## src/rv_isa_pkg.sv

```systemverilog
package rv_isa_pkg;

  localparam int xlen       = 32;
  localparam int reg_addr_w = 5;

  // funct7 patterns used by the OP and OP_IMM groups
  localparam logic [6:0] f7_base   = 7'b0000000;
  localparam logic [6:0] f7_alt    = 7'b0100000;  // SUB, SRA, SRAI
  localparam logic [6:0] f7_muldiv = 7'b0000001;

  typedef enum logic [6:0] {
    LUI    = 7'b0110111,
    AUIPC  = 7'b0010111,
    JAL    = 7'b1101111,
    JALR   = 7'b1100111,
    BRANCH = 7'b1100011,
    LOAD   = 7'b0000011,
    STORE  = 7'b0100011,
    OP_IMM = 7'b0010011,
    OP     = 7'b0110011
  } opcode_t;

  typedef enum logic [2:0] {
    EQ  = 3'b000,
    NE  = 3'b001,
    LT  = 3'b100,
    GE  = 3'b101,
    LTU = 3'b110,
    GEU = 3'b111
  } branch_f3_t;

  typedef enum logic [2:0] {
    ADD  = 3'b000,  // Also SUB with f7_alt
    SLL  = 3'b001,
    SLT  = 3'b010,
    SLTU = 3'b011,
    XOR  = 3'b100,
    SRL  = 3'b101,  // Also SRA with f7_alt
    OR   = 3'b110,
    AND  = 3'b111
  } arith_f3_t;

  // Upper half of the funct3 space is DIV/REM, not decoded
  typedef enum logic [2:0] {
    MUL    = 3'b000,
    MULH   = 3'b001,
    MULHSU = 3'b010,
    MULHU  = 3'b011
  } mul_f3_t;

  typedef enum logic [2:0] {
    R,
    I,
    S,
    B,
    U,
    J,
    NONE
  } instr_type_t;

endpackage

```

## src/reg_file.sv

```systemverilog
`timescale 1ns/1ps

module reg_file (
  input  logic                            clk,
  input  logic                            reset,
  input  logic [rv_isa_pkg::reg_addr_w-1:0] rs1,
  input  logic [rv_isa_pkg::reg_addr_w-1:0] rs2,
  input  logic [rv_isa_pkg::reg_addr_w-1:0] rd,
  input  logic                            we,
  input  logic [rv_isa_pkg::xlen-1:0]       wd,
  output logic [rv_isa_pkg::xlen-1:0]       rd1,
  output logic [rv_isa_pkg::xlen-1:0]       rd2
);
  import rv_isa_pkg::*;

  logic [xlen-1:0] regs [2**reg_addr_w];

  always_ff @(posedge clk) begin
    if (reset) begin
      for (int i = 0; i < 2**reg_addr_w; i++) begin
        regs[i] <= '0;
      end
    end else if (we && rd != '0) begin  // x0 is never written
      regs[rd] <= wd;
    end
  end

  assign rd1 = (rs1 == '0) ? '0 : regs[rs1];
  assign rd2 = (rs2 == '0) ? '0 : regs[rs2];

endmodule

```

## config.mk

```make
export PLATFORM = sky130hd
export DESIGN_NAME = reg_file
export DESIGN_NICKNAME = d
export VERILOG_FILES = /design/src/rv_isa_pkg.sv /design/src/reg_file.sv
export SDC_FILE = /design/constraint.sdc
export NUM_CORES = 2
export LEC_CHECK = 0
export BUFFER_PORTS_ARGS = -buffer_cell sky130_fd_sc_hd__buf_2
export CELL_PAD_IN_SITES_DETAIL_PLACEMENT = 1
export CELL_PAD_IN_SITES_GLOBAL_PLACEMENT = 1
export CORE_AREA = 10 10 380 382
export DETAILED_ROUTE_END_ITERATION = 7
export DIE_AREA = 0 0 390 392
export GPL_TIMING_DRIVEN = 0
export HOLD_SLACK_MARGIN = 0.12
export MAX_ROUTING_LAYER = met4
export PLACE_DENSITY = 0.71
export SYNTH_ARGS = -nofsm -noshare
export SYNTH_HDL_FRONTEND = slang
export SYNTH_SLANG_ARGS = --single-unit
```

## constraint.sdc

```tcl
create_clock -name clk -period 3.84 [get_ports clk]
set_input_delay 0.768 -clock clk [delete_from_list [all_inputs] [get_ports clk]]
set_output_delay 0.768 -clock clk [all_outputs]
set_load 0.02 [all_outputs]
```

==> flow_summary_export.csv <==
group,metric,value,unit
global_route,grt_start_max_net_pins,33,
final_layout,largest-register,"regs",
drt,ant_nets,0,
timing,clock.fmax,0.255,GHz
place,place.port_buffers,107,
place,globalplace.congestion,0.957,
logic_synthesis,post_synth_xor_area_fraction,0,%
logic_synthesis,yosys-mux-area-fraction,23.0,%
logic_synthesis,largest_family_of_logic_cells_by_synthesized_area,"multiplexers",
clock_tree,cts_tree,"built",
final_layout,fillers,13349,
logic_synthesis,post_synth_num_cell_types,42,
final_layout,final_net_count,3826,
timing,worst_pin_slew,1.53,ns
timing,post-route-period-util,102,%
setup_path,cp_max_fo,10,
power_and_ir_drop,worst_ir_drop_vdd,0.359,mV
logic_synthesis,synthesis.area,0.0543,mm2
clock_tree,ctsLongestPathBuffers,3,
timing,relSlewSlack,-1.79,%
power_and_ir_drop,power.sequential.fraction,47.1,%
power_and_ir_drop,total_leakage_power,21.6,nW
floorplanning,core_area,0.137,mm2
setup_path,worstSetupPathType,"primary input to primary output",
floorplanning,dieHeight,392,um
worst_hold_path,worstHoldStart,"wd[9]",
logic_synthesis,seq_area_frac_synth,56.7,%
drt,detail_route.wl_per_cell,40.5,um
timing,timing.setup.tns,-0.587,ns
timing,postLayoutSetupSlackWorst,-0.0885,ns
logic_synthesis,synth-adder-area-share,0,%
timing,slew_viol_final,11,
logic_synthesis,postSynthRegisterBits,1024,
floorplanning,dieWidth,390,um
drt,first_pass_iters,6,
floorplanning,floorplan.die_area,0.153,mm2
power_and_ir_drop,pint,20.6,mW
logic_synthesis,synth.yosys.warnings,0,
setup_path,worstSetupStartpoint,"rs1[3]",
clock_tree,clk_transition_reported_paths,0.06,ns
setup_path,endpoint_kind,"primary output",
worst_hold_path,min_path_type,"primary input to flop",
power_and_ir_drop,power.net_switching,7.65,mW
timing,rsz0062_at_grt,"true",
power_and_ir_drop,power.density,446,mW/mm2
global_route,first_global_vias,38222,
clock_tree,tritoncts_num_sinks,1024,
clock_tree,cts_buffer_count,114,
timing,setup-violations-final,18,
floorplanning,floorplan.initialDensity,39.7,%
timing,report.final.hold_viol_count,0,
floorplanning,core.rowCount,136,
place,post-dp-hpwl,159,mm
global_route,antenna_violations_before_repair,13,
final_layout,layoutNonFillerInstCount,5665,
final_layout,largestRegisters,"regs x1024",
clock_tree,htree_num_levels,3,
final_layout,post_route_cells_drive_above_1_share,29.6,%
drt,post-route-drc-count,0,
drt,first_iteration_detailed_routing_drc_count,6184,
logic_synthesis,synthesized_netlist_cell_count,3502,
power_and_ir_drop,fin_total_pwr,28.2,mW
setup_path,cp_data_arrival_time,3.16,ns
run,cap_viol_max_count,1,
global_route,grt_overflow,0,
logic_synthesis,synth_area_per_cell,15.5,um2
logic_synthesis,synth_compound_gate_area_share,3.65,%
clock_tree,cts_root_buf,"clkbuf_16",
power_and_ir_drop,power.share.switching,27.1,%
drt,route.final.wire_length,229,mm
setup_path,crit_required,3.07,ns
place,dp.cells,5435,
setup_path,crit_path_start_kind,"primary input",
floorplanning,ioPinCount,114,
final_layout,areaGrowthSynthToFinish,16.6,%
power_and_ir_drop,clockPowerShare,38.3,%
drt,detailroute.via_count,37528,
logic_synthesis,synth_simple_gate_area_share,13.3,%
global_route,global_route.usage.total,30.1,%
timing,final_period_minus_worst_setup_slack,3.93,ns
global_route,grt_pass1_wl,310,mm
drt,vias_per_cell,6.62,
run_status,violated_checks,"capacitance limit, slew limit, setup timing",
run_status,status,"finished, violations left",
power_and_ir_drop,power_frac_comb,14.6,%
final_layout,largest_reg_flops,1024,
[cells by family after synthesis]
| kind of cell | count (synthesis) |
|---|---|
| flip-flops | 1024 |
| buffers and inverters | 389 |
| AO/OA/AOI/OAI | 259 |
| AND/OR/NAND/NOR | 1177 |
| multiplexers | 652 |
| other | 1 |
[area by class of cell]
| class | instances | area (um2) | area share, % |
|---|---|---|---|
| clock buffer | 149 | 3090 | 4.89 |
| clock inverter | 56 | 450 | 0.712 |
| multi-input combinational | 2120 | 23200 | 36.7 |
| buffer | 380 | 2670 | 4.22 |
| sequential | 1024 | 30700 | 48.6 |
| inverter | 2 | 7.51 | 0.0119 |
| antenna | 6 | 15.0 | 0.0237 |
| timing repair buffer | 134 | 806 | 1.27 |
| tap | 1794 | 2240 | 3.55 |
[repair_timing]
item                                    4_1_cts  5_1_grt
cloned                                        0        1
hold buffers                                  0        0
gates resized for setup                     449       90
setup buffers                                 6       19
pin swaps                                    22       12
endpoints found under the setup margin       64       51
[synthesized netlist by cell type (all sizes together)]
| master | count | area (um2) |
|---|---|---|
| nor3 | 54 | 270 |
| nand2b | 5 | 31.3 |
| nor2b | 14 | 87.6 |
| o221ai | 1 | 8.76 |
| inv | 2 | 7.51 |
| nand3b | 5 | 37.5 |
| and2 | 995 | 6220 |
| a22oi | 16 | 120 |
| a221o | 2 | 20.0 |
| nand4b | 1 | 8.76 |
| mux2i | 150 | 1500 |
| and4b | 1 | 10.0 |
| nor2 | 36 | 135 |
| or3b | 4 | 35.0 |
| a21oi | 12 | 60.1 |
| clkbuf | 271 | 1020 |
| o21ai | 4 | 20.0 |
| mux4 | 472 | 10600 |
| a22o | 51 | 447 |
| nand4bb | 2 | 22.5 |
| conb | 1 | 3.75 |
| mux2 | 30 | 338 |
| a32o | 4 | 40.0 |
| nor4 | 6 | 37.5 |
| nand2 | 7 | 26.3 |
| a211oi | 7 | 52.6 |
| edfxtp | 1024 | 30700 |
| a2111oi | 55 | 533 |
| or4b | 1 | 10.0 |
| a221oi | 4 | 35.0 |
| buf | 116 | 793 |
| or2 | 33 | 206 |
| or3 | 2 | 12.5 |
| o22ai | 103 | 644 |
| and3 | 3 | 18.8 |
| nand3 | 5 | 25.0 |
| nor4b | 3 | 32.5 |
[layer usage]
layer | global-route usage (%) | up-vias | share of wire, %
met4 | 16.5 | 0 | 6.8
met1 | 38.2 | 19822 | 37
met2 | 44.5 | 2878 | 45
met3 | 7.35 | 680 | 12
met5 | - | - | 0
li1 | - | 14148 | -
[critical path: stages]
cell and delay [ns]:
buf_2 0.28, clkdlybuf4s15_1 0.88, mux4_2 0.41, o22ai_2 0.13, nor3_1 0.40, buf_2 0.26
[worst paths after layout]
check  slack (ns)    endpoint  depth (start not counted)
min          0.40  regs[5][9]                          2
max         -0.09      rd1[9]                          6
[stage by stage]
| step | util, % | setup WS, ns | hold slack (ns) | area [um2] |
|---|---|---|---|---|
| 4_1_cts | 45.8 | -0.00833 | 0.359 | 62700 |
| 6_report | 46.2 | -0.0885 | 0.401 | 63200 |
| 3_5_place_dp | 41.8 | -1.64 | 1.12 | 57200 |
| 2_1_floorplan | - | 0.313 | 0.966 | 54400 |
| 5_1_grt | 46.2 | -0.00564 | 0.395 | 63200 |
| 3_3_place_gp | 41.8 | -1.54 | 1.11 | 57100 |
[power by group through the flow]
| stage | Sequential [mW] | Combinational (mW) | Clock, mW |
|---|---|---|---|
| 2_1_floorplan | 13.3 | 2.11 | 0 |
| 3_3_place_gp | 13.4 | 3.57 | 0 |
| 3_5_place_dp | 13.5 | 3.61 | 0 |
| 4_1_cts | 13.3 | 3.95 | 10.8 |
| 5_1_grt | 13.3 | 4.17 | 11.2 |
| 6_report | 13.3 | 4.12 | 10.8 |
[layout by cell type, fill, tap and decap left out, drive strengths merged, types with 5 or more instances in the layout]
cell type,n
nor2,36
mux2i,150
nand3b,5
a22oi,16
conb,32
a211oi,7
nand3,5
nor2b,14
edfxtp,1024
mux4,472
clkinv,43
and2,995
or2,33
nor4,6
nor3,54
a21oi,12
nand2,7
diode,6
a22o,51
bufinv,7
buf,255
nand2b,5
mux2,30
o22ai,103
a2111oi,55
clkbuf,406
Power figures use the tool's default switching activity.
