$ cat src/rv_isa_pkg.sv
package rv_isa_pkg;

  localparam int xlen       = 32;
  localparam int reg_addr_w = 5;

  // funct7 patterns used by the OP and OP_IMM groups
  localparam logic [6:0] f7_base   = 7'b0000000;
  localparam logic [6:0] f7_alt    = 7'b0100000;  // SUB, SRA, SRAI
  localparam logic [6:0] f7_muldiv = 7'b0000001;

  typedef enum logic [6:0] {
    LUI    = 7'b0110111,
    AUIPC  = 7'b0010111,
    JAL    = 7'b1101111,
    JALR   = 7'b1100111,
    BRANCH = 7'b1100011,
    LOAD   = 7'b0000011,
    STORE  = 7'b0100011,
    OP_IMM = 7'b0010011,
    OP     = 7'b0110011
  } opcode_t;

  typedef enum logic [2:0] {
    EQ  = 3'b000,
    NE  = 3'b001,
    LT  = 3'b100,
    GE  = 3'b101,
    LTU = 3'b110,
    GEU = 3'b111
  } branch_f3_t;

  typedef enum logic [2:0] {
    ADD  = 3'b000,  // Also SUB with f7_alt
    SLL  = 3'b001,
    SLT  = 3'b010,
    SLTU = 3'b011,
    XOR  = 3'b100,
    SRL  = 3'b101,  // Also SRA with f7_alt
    OR   = 3'b110,
    AND  = 3'b111
  } arith_f3_t;

  // Upper half of the funct3 space is DIV/REM, not decoded
  typedef enum logic [2:0] {
    MUL    = 3'b000,
    MULH   = 3'b001,
    MULHSU = 3'b010,
    MULHU  = 3'b011
  } mul_f3_t;

  typedef enum logic [2:0] {
    R,
    I,
    S,
    B,
    U,
    J,
    NONE
  } instr_type_t;

endpackage

$ cat src/core_ctrl_pkg.sv
package core_ctrl_pkg;

  // Encoding matches funct3[1:0] of loads and stores
  typedef enum logic [1:0] {
    DB = 2'b00,
    DH = 2'b01,
    DW = 2'b10
  } data_width_t;

  typedef enum logic [3:0] {
    ALU_ADD,
    ALU_SUB,
    ALU_SLL,
    ALU_SLT,
    ALU_SLTU,
    ALU_XOR,
    ALU_SRL,
    ALU_SRA,
    ALU_OR,
    ALU_AND,
    ALU_MUL,
    ALU_MULH,
    ALU_MULHSU,
    ALU_MULHU,
    ALU_PASS_B  // LUI
  } alu_op_t;

  typedef enum logic [1:0] {
    OP_A_REG,
    OP_A_PC,
    OP_A_ZERO
  } op_a_sel_t;

  typedef struct packed {
    logic        s;         // Store
    logic        l;         // Load
    logic        w;         // Register write
    logic        b;         // Conditional branch
    logic        j;         // JAL or JALR
    logic        m;         // Multiply group
    logic        sign;      // Signed load
    data_width_t dw;        // Access width
    logic        op_b_imm;  // Operand B from immediate
  } control_signals_t;

endpackage

$ cat src/ir_dec_ctrl.sv
`timescale 1ns/1ps

module ir_dec_ctrl #(
  parameter int IR_WIDTH = 32
) (
  input  logic [IR_WIDTH-1:0]               ir,
  output core_ctrl_pkg::control_signals_t   cs,
  output logic [rv_isa_pkg::reg_addr_w-1:0] rs1,
  output logic [rv_isa_pkg::reg_addr_w-1:0] rs2,
  output logic [rv_isa_pkg::reg_addr_w-1:0] rd,
  output core_ctrl_pkg::op_a_sel_t          op_a_sel,
  output core_ctrl_pkg::alu_op_t            alu_op,
  output logic [IR_WIDTH-1:0]               imm,
  output logic [2:0]                        func3
);
  import rv_isa_pkg::*;
  import core_ctrl_pkg::*;

  logic [6:0]  func7;
  logic [6:0]  opcode;
  logic        op_imm_ok;
  logic        op_ok;
  logic        mul_ok;
  instr_type_t fmt;

  assign opcode = ir[6:0];
  assign func3  = ir[14:12];
  assign func7  = ir[31:25];
  assign rs1    = ir[19:15];
  assign rs2    = ir[24:20];
  assign rd     = ir[11:7];

  function automatic logic [IR_WIDTH-1:0] imm_of(instr_type_t t, logic [IR_WIDTH-1:0] w);
    logic [31:0] v;
    case (t)
      I:       v = {{20{w[31]}}, w[31:20]};
      S:       v = {{20{w[31]}}, w[31:25], w[11:7]};
      B:       v = {{20{w[31]}}, w[7], w[30:25], w[11:8], 1'b0};
      U:       v = {w[31:12], 12'b0};
      J:       v = {{12{w[31]}}, w[19:12], w[20], w[30:21], 1'b0};
      default: v = '0;  // R and NONE
    endcase
    return IR_WIDTH'(v);
  endfunction

  // OP and OP_IMM share this funct3 space
  function automatic alu_op_t arith_op(logic [2:0] f3, logic alt, logic reg_form);
    case (arith_f3_t'(f3))
      ADD:     return (alt && reg_form) ? ALU_SUB : ALU_ADD;  // ADDI never subtracts
      SLL:     return ALU_SLL;
      SLT:     return ALU_SLT;
      SLTU:    return ALU_SLTU;
      XOR:     return ALU_XOR;
      SRL:     return alt ? ALU_SRA : ALU_SRL;
      OR:      return ALU_OR;
      AND:     return ALU_AND;
      default: return ALU_ADD;
    endcase
  endfunction

  function automatic alu_op_t mul_op(logic [2:0] f3);
    case (mul_f3_t'(f3))
      MUL:     return ALU_MUL;
      MULH:    return ALU_MULH;
      MULHSU:  return ALU_MULHSU;
      default: return ALU_MULHU;
    endcase
  endfunction

  // Shift immediates carry a funct7 that must be legal
  assign op_imm_ok = (func3 == SLL) ? (func7 == f7_base) :
                     (func3 == SRL) ? (func7 == f7_base || func7 == f7_alt) : 1'b1;
  assign op_ok     = (func7 == f7_base) ||
                     (func7 == f7_alt && (func3 == ADD || func3 == SRL));
  assign mul_ok    = (func7 == f7_muldiv) && !func3[2];  // DIV/REM fall to NOP

  always_comb begin
    cs       = '0;
    cs.dw    = DW;
    alu_op   = ALU_ADD;
    op_a_sel = OP_A_ZERO;
    fmt      = NONE;
    case (opcode)
      LUI: begin
        cs.w        = 1'b1;
        cs.op_b_imm = 1'b1;
        alu_op      = ALU_PASS_B;
        fmt         = U;
      end
      AUIPC: begin
        cs.w        = 1'b1;
        cs.op_b_imm = 1'b1;
        op_a_sel    = OP_A_PC;
        fmt         = U;
      end
      JAL: begin
        cs.w        = 1'b1;
        cs.j        = 1'b1;
        cs.op_b_imm = 1'b1;
        op_a_sel    = OP_A_PC;  // Sum equals the jump target
        fmt         = J;
      end
      JALR: begin
        cs.w        = 1'b1;
        cs.j        = 1'b1;
        cs.op_b_imm = 1'b1;
        op_a_sel    = OP_A_REG;
        fmt         = I;
      end
      BRANCH: begin
        if (func3[2:1] != 2'b01) begin  // funct3 2 and 3 are reserved
          cs.b     = 1'b1;
          op_a_sel = OP_A_REG;
          alu_op   = ALU_SUB;
          fmt      = B;
        end
      end
      LOAD: begin
        if (func3[1:0] != 2'b11 && func3[2:1] != 2'b11) begin
          cs.l        = 1'b1;
          cs.w        = 1'b1;
          cs.sign     = !func3[2];
          cs.dw       = data_width_t'(func3[1:0]);
          cs.op_b_imm = 1'b1;
          op_a_sel    = OP_A_REG;
          fmt         = I;
        end
      end
      STORE: begin
        if (!func3[2] && func3[1:0] != 2'b11) begin
          cs.s        = 1'b1;
          cs.dw       = data_width_t'(func3[1:0]);
          cs.op_b_imm = 1'b1;
          op_a_sel    = OP_A_REG;
          fmt         = S;
        end
      end
      OP_IMM: begin
        if (op_imm_ok) begin
          cs.w        = 1'b1;
          cs.op_b_imm = 1'b1;
          op_a_sel    = OP_A_REG;
          alu_op      = arith_op(func3, func7[5], 1'b0);
          fmt         = I;
        end
      end
      OP: begin
        if (mul_ok) begin
          cs.w     = 1'b1;
          cs.m     = 1'b1;
          op_a_sel = OP_A_REG;
          alu_op   = mul_op(func3);
          fmt      = R;
        end else if (op_ok) begin
          cs.w     = 1'b1;
          op_a_sel = OP_A_REG;
          alu_op   = arith_op(func3, func7[5], 1'b1);
          fmt      = R;
        end
      end
      default: ;  // Unknown encoding, all flags low
    endcase
  end

  assign imm = imm_of(fmt, ir);

endmodule

$ cat config.mk
export PLATFORM = sky130hd
export DESIGN_NAME = ir_dec_ctrl
export DESIGN_NICKNAME = d
export VERILOG_FILES = /design/src/rv_isa_pkg.sv /design/src/core_ctrl_pkg.sv /design/src/ir_dec_ctrl.sv
export SDC_FILE = /design/constraint.sdc
export NUM_CORES = 1
export LEC_CHECK = 0
export CORE_MARGIN = 5
export CORE_UTILIZATION = 55
export DETAILED_ROUTE_END_ITERATION = 8
export DONT_BUFFER_PORTS = 1
export PLACE_DENSITY = 0.72
export SKIP_LAST_GASP = 1
export SLEW_MARGIN = 10
export SYNTH_ARGS = -nofsm -noshare
export SYNTH_HDL_FRONTEND = slang
export SYNTH_SLANG_ARGS = --single-unit
$ cat constraint.sdc
create_clock -name vclk -period 1.8
set_input_delay 0.09 -clock vclk [all_inputs]
set_output_delay 0.09 -clock vclk [all_outputs]
set_load 0.02 [all_outputs]
==> results of run 1 <==
## power by group through the flow
stage / logic, mW / clock network (mW) / registers (mW)
after global placement: 0.162 / 0 / 0
final: 0.190 / 0 / 0
after global routing: 0.201 / 0 / 0
after detailed placement: 0.166 / 0 / 0
after CTS: 0.177 / 0 / 0
after floorplan: 0.215 / 0 / 0
## critical path: cells and delay by family
kind	cells	cell delay, ns
compound gates	3	0.72
buf+inv	1	0.18
simple gates	3	0.90
## synthesized netlist by cell type, types with 2 or more instances
cell,n
a32oi_1,2
nand2_1,10
o21ai_0,10
o41ai_1,2
nand4b_1,2
o31ai_1,2
and3_1,7
a22oi_1,2
a21o_1,8
a21oi_1,7
nand2b_1,2
a31oi_1,3
and2_1,7
buf_4,18
or3_1,2
nand3_1,8
inv_1,4
nor2b_1,4
clkbuf_1,12
nor3_1,4
a211o_1,2
a211oi_1,2
nor2_1,11
a22o_1,15
## layout make-up
type               instances  area (sq um)  share of cell area, %
inverters                  5          18.8                   1.23
repair buffers            36           303                   19.8
well taps                 27          33.8                   2.21
multi-input cells        132          1180                   76.8
## layer usage
metal	wire, microns	vias up	part of all wire [%]	GRT usage [%]
li1	-	637	-	-
met1	1620	687	38	32.7
met2	2240	87	52	49.4
met3	364	8	8.5	1.61
met4	40	0	0.94	2.43
met5	0	-	0	0
## path summary, 6_finish.rpt
kind                  depth (start not counted)  slack (ns)     end   start
worst max-delay path                          7       -0.18  imm[6]  ir[29]
worst min-delay path                          0        0.18   rd[0]   ir[7]
## per-stage QoR
stage / TNS (ns) / power, mW
finish: -4.76 / 0.190
global route: -6.59 / 0.201
CTS: -2.76 / 0.177
detailed placement: -4.22 / 0.166
global placement: -2.99 / 0.162
floorplan: -3.33 / 0.215
## repair_timing
item	in CTS	in global routing
pin swaps	4	5
gates resized for setup	19	11
endpoints found under the setup margin	36	37
cloned	0	0
setup buffers	2	1
## logic make-up (layout without fill, tap and decap cells)
kind of cell | after synthesis | in the layout | synth area share [%]
AOI/OAI and AO/OA | 65 | 65 | 45.1
and+or+nand+nor | 64 | 64 | 33.1
buffers and inverters | 37 | 41 | 19.3
muxes | 1 | 1 | 0.900
xor gates and xnor gates | 2 | 2 | 1.58
==> impl_metrics.py, run 1 <==
metrics = {
    "power_and_ir_drop": {
        "peakVddDrop_v": 0.0000858,
        "power.internal_uw": 87.4,
        "switching_share_pct": 54.0,
        "p_clk_share_pct": 0,
        "combPwrFrac_pct": 100.0,
        "powerDensity_nw_per_um2": 124,
        "p_leak_nw": 0.683,
        "switching_power_uw": 103,
        "p_seq_share_pct": 0,
    },
    "sta": {
        "hold_ws_ns": 0.180,
        "setup_slack_ns": -0.183,
        "hold_viol": 0,
        "layout_min_cycle_time_ns": 1.98,
        "slew_headroom_pct": 54.7,
        "rsz0062_at_grt": "yes",
        "timing.fmax_ghz": 0.504,
        "drv_slew": 0,
        "worst_pin_slew_ns": 0.673,
        "fin_crit_sh_pct": 110,
        "setup_violations": 37,
    },
    "layout": {
        "final_util_pct": 78.9,
        "area_growth_pct": 37.7,
        "final_common_cell": "buf_4",
        "seqCellArea_sq_um": 0,
        "seq_cells": 0,
        "nFillCells": 134,
        "final_cells": 200,
        "mostFrequentLayoutCells": "buf_4 (32), a22o_4 (14), o21ai_0 (10), nand2_1 (10), nor2_1 (9)",
        "nets": 207,
        "nClkBuffers": 0,
        "diodes": 0,
        "final_cell_area_sq_um": 1530,
        "drive_gt1_share_pct": 51.4,
    },
    "routing": {
        "dr.pass1.iters": 5,
        "viasPerCell": 7.10,
        "vias": 1419,
        "finalWirelength_microns": 4270,
        "ant_nets": 0,
        "drc": 0,
        "drtIter0Drc": 46,
        "wl_per_cell_microns": 21.4,
    },
    "status": {
        "outcome": "finished with violations",
        "violations": "setup timing",
    },
    "synth": {
        "synth_top_area_share_pct": 12.1,
        "ys_warn_count": 0,
        "ys_types": 47,
        "synth_top_cell_by_area": "buf_4",
        "synth_fp_nets": 201,
        "synth_cells": 169,
        "synthTopCellsByArea": "buf_4 (12%), a22o_1 (12%), a21o_1 (5.4%)",
        "seq_area_frac_synth_pct": 0,
        "synthesis.area_sq_um": 1110,
        "syn_area_per_cell_sq_um": 6.58,
    },
    "grt": {
        "grt_use_total_pct": 25.9,
        "globalRouteOverflowTotal": 0,
        "grt_max_degree": 19,
        "grt_pass1_vias": 1331,
        "antenna_found_initial": 0,
        "grt_pass1_wl_microns": 6020,
    },
    "flow_run": {
        "drv_cap": 0,
    },
    "place": {
        "place_congestion": 0.936,
        "place_inst": 197,
        "io_buffer_count": 0,
        "pre_cts_ws_ns": -0.190,
        "place_area_sq_um": 1360,
        "dp_hpwl_microns": 2950,
    },
    "critical_path": {
        "end_kind": "primary output",
        "critPathArrivalTime_ns": 1.89,
        "critical_path_class": "in2out",
        "start_kind": "input pin",
        "cp.required_ns": 1.71,
        "max_stage_delay_ns": 0.55,
        "cp_slowest_cell": "or4_4",
        "worstPathCellList": "or4_4, o41ai_4, o22a_2, nand4_4, o21ai_4, buf_12, and2_4",
        "path_max_fanout": 17,
    },
    "floorplanning": {
        "fp.dieH_microns": 55.0,
        "dieArea_sq_um": 3020,
        "ioPinCount": 98,
        "start_util_pct": 57.3,
        "rows": 16,
        "core_region_area_sq_um": 1940,
        "chipWidth_microns": 55.0,
    },
    "min_path": {
        "hold_class": "in2out",
    },
    "cts": {
        "hold_buffers": 0,
    },
}
Power figures use the tool's default switching activity.
==> inputs of run 2 (changes only) <==
Settings changed: MAX_ROUTING_LAYER from default to met4, REMOVE_ABC_BUFFERS from default to 1.
==> run 2 against run 1 <==
  * The flow still finishes with violations (setup timing)
  * Worst hold slack hardly changed
  * Die area unchanged
  * Utilization is 10 points higher
  * Sequential cell count stayed put
  * Combinational power up 17%
==> impl_metrics.py, run 2 (synthesis results as in run 1) <==
metrics = {
    "status": {
        "outcome": "finished with violations",
        "violations": "setup timing",
    },
    "sta": {
        "hold_viol": 0,
        "hold_ws_ns": 0.180,
        "worst_pin_slew_ns": 0.463,
        "fin_crit_sh_pct": 124,
        "drv_slew": 0,
        "rsz0062_at_grt": "yes",
        "setup_slack_ns": -0.430,
        "layout_min_cycle_time_ns": 2.23,
        "timing.fmax_ghz": 0.448,
        "slew_headroom_pct": 68.8,
        "setup_violations": 39,
    },
    "critical_path": {
        "cp_num_buf_inv": 2,
        "cp_slowest_cell": "or4_4",
        "end_kind": "primary output",
        "cpLargestDelayFamily": "compound AO/OA/AOI/OAI gates",
        "critPathArrivalTime_ns": 2.14,
        "worstPathCellList": "or4_4, o41ai_4, buf_4, nand2b_4, a211oi_4, a32oi_1, o21ai_1, buf_4",
        "max_stage_delay_ns": 0.56,
        "critical_path_class": "in2out",
        "cp.required_ns": 1.71,
        "cpMostUsedCell": "buf_4",
        "start_kind": "input pin",
        "path_max_fanout": 3,
    },
    "floorplanning": {
        "dieArea_sq_um": 3020,
        "rows": 16,
        "start_util_pct": 57.3,
        "core_region_area_sq_um": 1940,
        "fp.dieH_microns": 55.0,
        "ioPinCount": 98,
        "chipWidth_microns": 55.0,
    },
    "grt": {
        "grt-busiest-layer": "met2",
        "grt_max_degree": 19,
        "grt_pass1_wl_microns": 6560,
        "globalRouteOverflowTotal": 0,
        "antenna_found_initial": 0,
        "grt_pass1_vias": 1344,
        "grtUsageMet2_pct": 51.4,
        "met3_usage_pct": 3.49,
        "grt_util_met1_pct": 35.7,
        "grt_use_total_pct": 30.1,
    },
    "routing": {
        "viasPerCell": 7.95,
        "finalWirelength_microns": 5960,
        "dr.pass1.iters": 6,
        "wl_per_cell_microns": 28.5,
        "drc": 0,
        "vias": 1662,
        "ant_nets": 0,
        "drtIter0Drc": 154,
    },
    "place": {
        "io_buffer_count": 0,
        "place_inst": 200,
        "dp_hpwl_microns": 3070,
        "place_congestion": 0.910,
    },
    "layout": {
        "seq_cells": 0,
        "final_common_cell": "buf_4",
        "drive_gt1_share_pct": 58.2,
        "mostFrequentLayoutCells": "buf_4 (28), buf_6 (16), a22o_4 (12)",
        "area_growth_pct": 55.2,
        "final_cells": 209,
        "diodes": 0,
        "nets": 216,
        "nClkBuffers": 0,
        "seqCellArea_sq_um": 0,
    },
    "cts": {
        "hold_buffers": 0,
    },
    "power_and_ir_drop": {
        "powerDensity_nw_per_um2": 129,
        "peakVddDrop_v": 0.0000859,
        "p_leak_nw": 0.771,
    },
    "flow_run": {
        "drv_cap": 0,
    },
    "min_path": {
        "hold_class": "in2out",
    },
}
-- run 2: cell count changes in the layout (fill, tap and decap cells not counted), sizes merged --
cell	change
buf	+9
-- run 2: metrics by stage --
step	TNS, ns	util, %	setup slack [ns]	power [mW]	instance area (sq um)
after floorplan	-6.99	-	-0.511	0.113	916
after global placement	-6.42	63.5	-0.269	0.153	1230
after detailed placement	-7.69	63.5	-0.280	0.157	1230
after CTS	-5.25	75.7	-0.221	0.178	1470
after global routing	-15.48	88.9	-0.494	0.233	1730
final	-11.85	88.9	-0.430	0.222	1730
-- run 2: final timing paths --
| check | endpoint | slack, ns | startpoint | cells after the start |
|---|---|---|---|---|
| worst max-delay path | alu_op[1] | -0.43 | ir[28] | 8 |
| worst min-delay path | rs1[0] | 0.18 | ir[15] | 0 |
-- run 2: power breakdown --
group / leakage [nW] / internal (mW) / switching, mW
clock: 0 / 0 / 0
sequential: 0 / 0 / 0
combinational: 0.771 / 0.0995 / 0.123
total: 0.771 / 0.0995 / 0.123
-- run 2: cell type report --
| type | count | area, sq um |
|---|---|---|
| repair buffers | 45 | 410 |
| inverters | 5 | 18.8 |
| fillers | 91 | 215 |
| multi-input cells | 132 | 1260 |
| well taps | 27 | 33.8 |
-- run 2: layer usage --
metal / vias to the layer above / share of wire (%)
li1: 651 / -
met1: 754 / 31
met2: 187 / 47
met3: 70 / 12
met4: 0 / 9.3
met5: - / 0
-- run 2: timing repair --
item                                    CTS  global route
gates cloned                              0             0
endpoints found under the setup margin   38            39
gates resized for setup                  51            48
pin swaps                                10            20
setup buffers                             6             7
